--- src/isaPkg.sv ---
/* instruction set definitions: opcode encoding, instruction field bounds
   and the ALU code that passes X unchanged */
package isaPkg;

    typedef enum logic [7:0] {
        opNop = 8'h00,
        opLix = 8'h01,    // X = zero-extended immediate
        opLixh = 8'h02,   // X = 0xFF00 | immediate
        opLiy = 8'h03,
        opLdx = 8'h04,
        opLdy = 8'h05,
        opStx = 8'h06,
        opAlu = 8'h07,    // low six bits select the function
        opOut = 8'h08,
        opJmp = 8'h09,
        opJz = 8'h0A,
        opJlt = 8'h0B,
        opJgt = 8'h0C,
        opHlt = 8'h0D
    } opcode;

    localparam int opMsb = 15;
    localparam int opLsb = 8;
    localparam int immMsb = 7;
    localparam int immLsb = 0;

    // X + 0 with Y zeroed and the adder selected
    localparam logic [5:0] aluPassX = 6'b001010;

endpackage

--- src/uarchPkg.sv ---
/* microarchitecture definitions: data and address widths, microcode step
   encoding and the bit positions of the ALU control field */
package uarchPkg;

    localparam int dataWidth = 16;
    localparam int memAddrWidth = 8;   // matches the immediate field width

    // microcode step of the current instruction
    typedef enum logic [1:0] {
        t0 = 2'd0,
        t1 = 2'd1,
        t2 = 2'd2,
        t3 = 2'd3
    } tState;

    localparam int aluCtlWidth = 6;

    // each bit of the ALU control field
    localparam int aluZx = 5;   // force X to zero
    localparam int aluNx = 4;   // invert X
    localparam int aluZy = 3;   // force Y to zero
    localparam int aluNy = 2;   // invert Y
    localparam int aluF = 1;    // add when set, bitwise and when clear
    localparam int aluNo = 0;   // invert the result

endpackage
--- src/cpuTop.sv ---
/* CPU top level joining the sequencer, the datapath and main memory */
`timescale 1ns/10ps

module cpuTop import uarchPkg::*, isaPkg::*; (
    input  logic                    clk,
    input  logic                    rstN,
    input  logic                    progWe,
    input  logic [memAddrWidth-1:0] progAddr,
    input  logic [dataWidth-1:0]    progData,
    output logic [dataWidth-1:0]    outData,
    output logic                    outValid,
    output logic                    halted,
    output logic [dataWidth-1:0]    pc
);

    logic pcOut, immLowOut, immHighOut, memOut, aluOut;
    logic xLoad, yLoad, arLoad, irLoad, pcLoad, pcInc, aluPass, memWrite;
    logic zero, lessThan;
    opcode op;
    logic [dataWidth-1:0] bus;
    logic [dataWidth-1:0] memRdData;
    logic [memAddrWidth-1:0] memAddr;

    assign outData = bus;   // X is on the bus while outValid is high

    sequencer seqInst (
        .clk(clk), .rstN(rstN), .op(op), .zero(zero), .lessThan(lessThan),
        .pcOut(pcOut), .immLowOut(immLowOut), .immHighOut(immHighOut),
        .memOut(memOut), .aluOut(aluOut), .xLoad(xLoad), .yLoad(yLoad),
        .arLoad(arLoad), .irLoad(irLoad), .pcLoad(pcLoad), .pcInc(pcInc),
        .aluPass(aluPass), .memWrite(memWrite), .outValid(outValid), .halted(halted)
    );

    datapath dpInst (
        .clk(clk), .rstN(rstN), .pcOut(pcOut), .immLowOut(immLowOut),
        .immHighOut(immHighOut), .memOut(memOut), .aluOut(aluOut),
        .xLoad(xLoad), .yLoad(yLoad), .arLoad(arLoad), .irLoad(irLoad),
        .pcLoad(pcLoad), .pcInc(pcInc), .aluPass(aluPass), .memRdData(memRdData),
        .bus(bus), .memAddr(memAddr), .op(op), .zero(zero), .lessThan(lessThan),
        .pc(pc)
    );

    mainMemory memInst (
        .clk(clk), .addr(memAddr), .wrData(bus), .we(memWrite),
        .progWe(progWe), .progAddr(progAddr), .progData(progData),
        .rdData(memRdData)
    );

endmodule

--- src/mainMemory.sv ---
/* 256-word unified memory with a combinational read port, a clocked
   write port and a program load port */
`timescale 1ns/10ps

module mainMemory import uarchPkg::*; (
    input  logic                    clk,
    input  logic [memAddrWidth-1:0] addr,
    input  logic [dataWidth-1:0]    wrData,
    input  logic                    we,
    input  logic                    progWe,
    input  logic [memAddrWidth-1:0] progAddr,
    input  logic [dataWidth-1:0]    progData,
    output logic [dataWidth-1:0]    rdData
);

    logic [dataWidth-1:0] mem [2**memAddrWidth];

    // program loading happens only while the CPU is held in reset
    always_ff @(posedge clk) begin
        if (progWe) begin
            mem[progAddr] <= progData;
        end else if (we) begin
            mem[addr] <= wrData;
        end
    end

    assign rdData = mem[addr];   // read within the same cycle

endmodule

--- src/sequencer.sv ---
/* microcode step counter and decoder that turn the opcode and the
   current step into bus source and register load strobes */
`timescale 1ns/10ps

module sequencer import uarchPkg::*, isaPkg::*; (
    input  logic  clk,
    input  logic  rstN,
    input  opcode op,
    input  logic  zero,
    input  logic  lessThan,
    output logic  pcOut,
    output logic  immLowOut,
    output logic  immHighOut,
    output logic  memOut,
    output logic  aluOut,
    output logic  xLoad,
    output logic  yLoad,
    output logic  arLoad,
    output logic  irLoad,
    output logic  pcLoad,
    output logic  pcInc,
    output logic  aluPass,
    output logic  memWrite,
    output logic  outValid,
    output logic  halted
);

    tState tStep;
    logic inT2;
    logic inT3;
    logic memOp;
    logic jumpTaken;
    logic stepReset;

    assign inT2 = (tStep == t2);
    assign inT3 = (tStep == t3);
    assign memOp = op inside {opLdx, opLdy, opStx};   // these need a fourth step

    // fetch is the same for every instruction
    assign pcOut = (tStep == t0);
    assign irLoad = (tStep == t1);
    assign pcInc = irLoad;

    assign arLoad = pcOut | (inT2 & memOp);
    assign memOut = irLoad | (inT3 & (op inside {opLdx, opLdy}));
    assign immLowOut = inT2 & (op inside {opLix, opLiy, opLdx, opLdy, opStx,
                                          opJmp, opJz, opJlt, opJgt});
    assign immHighOut = inT2 & (op == opLixh);

    // out and stx route X through the ALU unchanged
    assign aluPass = (inT2 & (op == opOut)) | (inT3 & (op == opStx));
    assign aluOut = aluPass | (inT2 & (op == opAlu));

    assign xLoad = (inT2 & (op inside {opLix, opLixh, opAlu})) | (inT3 & (op == opLdx));
    assign yLoad = (inT2 & (op == opLiy)) | (inT3 & (op == opLdy));
    assign memWrite = inT3 & (op == opStx);
    assign outValid = inT2 & (op == opOut);
    assign halted = inT2 & (op == opHlt);

    always_comb begin
        case (op)
            opJmp: jumpTaken = 1'b1;
            opJz: jumpTaken = zero;
            opJlt: jumpTaken = lessThan;
            opJgt: jumpTaken = !zero && !lessThan;
            default: jumpTaken = 1'b0;
        endcase
    end

    assign pcLoad = inT2 & jumpTaken;

    // unknown opcodes finish in t2 like a nop
    assign stepReset = inT3 | (inT2 & !memOp & !halted);

    always_ff @(posedge clk) begin
        if (!rstN) begin
            tStep <= t0;
        end else if (stepReset) begin
            tStep <= t0;
        end else if (!halted) begin
            tStep <= tState'(tStep + 2'd1);
        end
    end

endmodule

--- src/datapath.sv ---
/* register file of X, Y, PC, IR and AR, the single bus multiplexer
   and the ALU with its flags */
`timescale 1ns/10ps

module datapath import uarchPkg::*, isaPkg::*; (
    input  logic                    clk,
    input  logic                    rstN,
    input  logic                    pcOut,
    input  logic                    immLowOut,
    input  logic                    immHighOut,
    input  logic                    memOut,
    input  logic                    aluOut,
    input  logic                    xLoad,
    input  logic                    yLoad,
    input  logic                    arLoad,
    input  logic                    irLoad,
    input  logic                    pcLoad,
    input  logic                    pcInc,
    input  logic                    aluPass,
    input  logic [dataWidth-1:0]    memRdData,
    output logic [dataWidth-1:0]    bus,
    output logic [memAddrWidth-1:0] memAddr,
    output opcode                   op,
    output logic                    zero,
    output logic                    lessThan,
    output logic [dataWidth-1:0]    pc
);

    logic [dataWidth-1:0] xReg;
    logic [dataWidth-1:0] yReg;
    logic [dataWidth-1:0] irReg;
    logic [memAddrWidth-1:0] arReg;
    logic [dataWidth-1:0] immLow;
    logic [dataWidth-1:0] immHigh;
    logic [dataWidth-1:0] aluResult;
    logic [aluCtlWidth-1:0] aluCtl;

    assign immLow = dataWidth'(irReg[immMsb:immLsb]);
    assign immHigh = {{(dataWidth - memAddrWidth){1'b1}}, irReg[immMsb:immLsb]};

    // the sequencer enables one source at a time, so a plain OR is enough
    assign bus = ({dataWidth{pcOut}} & pc)
               | ({dataWidth{immLowOut}} & immLow)
               | ({dataWidth{immHighOut}} & immHigh)
               | ({dataWidth{memOut}} & memRdData)
               | ({dataWidth{aluOut}} & aluResult);

    assign aluCtl = aluPass ? aluPassX : irReg[aluCtlWidth-1:0];
    assign op = opcode'(irReg[opMsb:opLsb]);
    assign memAddr = arReg;

    always_ff @(posedge clk) begin
        if (!rstN) begin
            xReg <= '0;
            yReg <= '0;
            irReg <= '0;
            arReg <= '0;
            pc <= '0;
        end else begin
            if (xLoad) xReg <= bus;
            if (yLoad) yReg <= bus;
            if (irLoad) irReg <= bus;
            if (arLoad) arReg <= bus[memAddrWidth-1:0];
            if (pcLoad) begin
                pc <= bus;                 // jump target from the immediate
            end else if (pcInc) begin
                pc <= pc + 1'b1;
            end
        end
    end

    alu aluInst (
        .clk      (clk),
        .rstN     (rstN),
        .x        (xReg),
        .y        (yReg),
        .ctl      (aluCtl),
        .capture  (aluOut),
        .result   (aluResult),
        .zero     (zero),
        .lessThan (lessThan)
    );

endmodule

--- src/alu.sv ---
/* six-control-bit ALU with the zero and less-than flag register */
`timescale 1ns/10ps

module alu import uarchPkg::*; (
    input  logic                   clk,
    input  logic                   rstN,
    input  logic [dataWidth-1:0]   x,
    input  logic [dataWidth-1:0]   y,
    input  logic [aluCtlWidth-1:0] ctl,
    input  logic                   capture,
    output logic [dataWidth-1:0]   result,
    output logic                   zero,
    output logic                   lessThan
);

    logic [dataWidth-1:0] xZeroed;
    logic [dataWidth-1:0] xFinal;
    logic [dataWidth-1:0] yZeroed;
    logic [dataWidth-1:0] yFinal;
    logic [dataWidth-1:0] funcOut;

    assign xZeroed = ctl[aluZx] ? '0 : x;
    assign xFinal = ctl[aluNx] ? ~xZeroed : xZeroed;
    assign yZeroed = ctl[aluZy] ? '0 : y;
    assign yFinal = ctl[aluNy] ? ~yZeroed : yZeroed;

    assign funcOut = ctl[aluF] ? (xFinal + yFinal) : (xFinal & yFinal);
    assign result = ctl[aluNo] ? ~funcOut : funcOut;

    // flags follow whatever the ALU last drove onto the bus
    always_ff @(posedge clk) begin
        if (!rstN) begin
            zero <= 1'b0;
            lessThan <= 1'b0;
        end else if (capture) begin
            zero <= (result == '0);
            lessThan <= result[dataWidth-1];   // sign bit
        end
    end

endmodule

--- config.mk ---
export PLATFORM = sky130hd
export DESIGN_NAME = cpuTop
export DESIGN_NICKNAME = d
export VERILOG_FILES = /design/src/isaPkg.sv /design/src/uarchPkg.sv /design/src/cpuTop.sv /design/src/mainMemory.sv /design/src/sequencer.sv /design/src/datapath.sv /design/src/alu.sv
export SDC_FILE = /design/constraint.sdc
export NUM_CORES = 2
export LEC_CHECK = 0
export BUFFER_PORTS_ARGS = -buffer_cell sky130_fd_sc_hd__buf_2
export CORE_UTILIZATION = 30
export DETAILED_ROUTE_END_ITERATION = 10
export PLACE_DENSITY = 0.52
export SLEW_MARGIN = 20
export SYNTH_ARGS = -nofsm -noshare
export SYNTH_HDL_FRONTEND = slang
export SYNTH_HIERARCHICAL = 1
export SYNTH_SLANG_ARGS = --single-unit
--- constraint.sdc ---
create_clock -name clk -period 10.2 [get_ports clk]
set_clock_uncertainty 0.05 [all_clocks]
set_input_delay 1.53 -clock clk [delete_from_list [all_inputs] [get_ports clk]]
set_output_delay 1.53 -clock clk [all_outputs]
set_load 0.02 [all_outputs]
==> impl_metrics.tcl <==
set metrics [dict create \
    status "completed" \
    p_leak_nw 57.9 \
    design.core.area_um2 546000 \
    clk_latency_ns 1.03 \
    post-cts-setup-buffer-count 0 \
    fin_area_um2 189000 \
    cts.sinks 4172 \
    hold_slack_ns 0.442 \
    min_from "dpInst/xReg[2]" \
    cp_max_fo 16 \
    worst_ep_arrival_time_ns 7.74 \
    synth_edf_count 4096 \
    synth_common_cells "edfxtp_1, mux4_2, mux2i_1" \
    ioPinCount 61 \
    layout_setup_ws_ns 0.876 \
    place_hpwl_um 287000 \
    cellPowerDensity_nw_per_um2 257 \
    timing.rr.end "memInst/mem[141][14]" \
    path_class "register to output pin" \
    grtUsageTotal_pct 17.0 \
    synth_area_leaders "edfxtp_1, mux4_2, mux2i_1" \
    grt_max_degree 209 \
    yosysMostFrequentCell "edfxtp_1" \
    die_x_um 743 \
    drc 0 \
    drt-wirelength-per-cell_um 29.7 \
    startpoint_type "register" \
    hold_viol 0 \
    reg2reg_depth 21 \
    ir_worst_vdd_mv 0.186 \
    grt_first_pass_wirelength_um 672000 \
    setup_viol 0 \
    grt_setup_unrepaired "false" \
    switchingPower_w 0.0158 \
    whs_path_depth 1 \
    report.final.slew_viol_count 0 \
    comb_power_share_pct 29.2 \
    gr-total-overflow 0 \
    r2r-start "dpInst/irReg[13]" \
    area_growth_pct 14.8 \
    n_fill_cell 50600 \
    viasPerCell 5.29 \
    dr.pass1.iters 6 \
    cts_buffers 425 \
    ff2ff_setup_slack_ns 1.90 \
    root_buffer "clkbuf_16" \
    cts_resized 0 \
    crit_required_ns 8.62 \
    grt_pass1_vias 85100 \
    max_freq_mhz 107 \
    synth_top_area_cell "edfxtp_1" \
    endpoint_kind "output pin" \
    finalCriticalPeriod_ns 9.32 \
    p_int_w 0.0328 \
    start_util_pct 30.2 \
    power_frac_seq_pct 39.4 \
    vias 85800 \
    yosysUniqueCellTypes 92 \
    power_w 0.0486 \
    drt_first_iter_violations 9716 \
    io_buffers 60 \
    avgSynthCellArea_um2 20.1 \
    maxCapViolCount 0 \
    rows 271 \
    dpl_cell_area_um2 176000 \
    antenna_found_initial 21 \
    fin_nets 8656 \
    cts_tree "built" \
    gp_congestion 0.861 \
    postRouteAntennaNets 0 \
    syn_nets 8266 \
    ys.warnings.count 6 \
    whs_endpoint "dpInst/xReg[2]" \
    ys_async_sr_fraction_pct 0 \
    synth-seq-cells 4172 \
    ys_seq_area_share_pct 75.6 \
    worst_hold_path_type "register to register" \
    routed_wl_um 481000 \
    synthFlopType "edfxtp_1" \
    clk_pin_slew_ns 0.06 \
    die-area_um2 552000 \
    syn_inst 8217 \
    final.setup.tns_ns 0 \
    switching_share_pct 32.5 \
    netlist.area_leader.share_pct 74.6 \
    pre_cts_slack_ns 2.02 \
    die_h_um 743 \
    pwr-share-clk_pct 31.4 \
    holdBufCountCts 0 \
    max_slew_margin_pct 9.82 \
    fin_crit_sh_pct 91.4 \
    tightest_slew_ns 1.34 \
    drive_above_1_share_pct 23.2 \
    synth_area_um2 165000 \
    htree_levels 5 \
    clk_path_buf_depth 4 \
]
==> layout make-up <==
type / instances / area [µm²] / share of cell area, %
diodes: 12 / 30.0 / 0.0159
repair buffers: 475 / 3970 / 2.10
clock inverters: 253 / 2250 / 1.19
inverters: 35 / 144 / 0.0761
multi-input cells: 3498 / 38000 / 20.1
flip-flops and latches: 4172 / 125000 / 65.8
well taps: 7234 / 9050 / 4.78
clock buffers: 535 / 11200 / 5.94
==> placed cells by master, fill, tap and decap left out, drive strengths merged, types with 156 or more instances in the layout <==
cell,instances
o221ai,222
o22ai,181
nor3,156
mux4,795
edfxtp,4096
clkbuf,535
nand2,286
nor2,315
mux2i,664
buf,475
clkinv,201
==> power groups by stage <==
stage	Sequential [W]	Combinational, W	Clock (W)
2_1_floorplan	0.0194	0.00924	0
3_3_place_gp	0.0195	0.0140	0
3_5_place_dp	0.0195	0.0141	0
4_1_cts	0.0191	0.0141	0.0155
5_1_grt	0.0191	0.0148	0.0162
6_report	0.0191	0.0142	0.0153
==> how the worst max path moves through the flow <==
stage,from,endpoint,slack (ns),depth (start not counted)
3_3_place_gp,dpInst/irReg[13],outData[14],2.12,19
3_5_place_dp,dpInst/irReg[13],outData[14],2.02,19
6_report,dpInst/irReg[13],outData[14],0.88,19
4_1_cts,dpInst/irReg[13],outData[14],0.89,19
5_1_grt,dpInst/irReg[13],outData[14],0.37,19
2_1_floorplan,dpInst/irReg[13],memInst/mem[0][14],1.07,22
==> kinds of logic after synthesis <==
group	synth area share, %
flops	75.6
mux	14.9
simple gates	2.93
compound gates	4.16
buf+inv	1.91
xor+xnor	0.314
fa+ha+maj	0.172
==> critical path: stages (launching register included) <==
cell	delay [ns]
dfxtp_1	0.33
or4_4	0.58
or3_1	0.40
o21ai_0	0.87
nor2b_1	0.48
nand2b_1	0.31
xnor2_1	0.14
ha_1	0.32
fa_1	0.48
a21oi_1	0.31
o2111ai_1	0.28
a311o_1	0.48
a31oi_1	0.27
nor4b_1	0.09
a311oi_1	0.33
xnor2_1	0.14
a22o_1	0.21
a211oi_2	0.37
inv_1	0.16
buf_2	0.19
==> per-layer routing <==
metal	global-route usage [%]	routed length, µm	vias to the layer above
li1	-	-	35100
met1	23.5	204000	46500
met2	26.8	222000	3476
met3	3.26	37200	773
met4	5.71	17700	8
met5	0	56	-
==> flip-flops by register name (all words and copies together), names as in the netlist <==
register and flops:
dpInst/aluInst/zero 1, memInst/mem 4096, dpInst/xReg 16, seqInst/tStep 2, dpInst/pc 16, dpInst/yReg 16
dpInst/aluInst/lessThan 1, dpInst/irReg 16, dpInst/memAddr 8
==> per-stage QoR <==
stage	instances	util (%)
2_1_floorplan	8217	-
3_3_place_gp	15400	32.1
3_5_place_dp	15400	32.2
4_1_cts	16200	34.6
5_1_grt	16200	34.6
6_report	16200	34.7
Power figures use the tool's default switching activity.
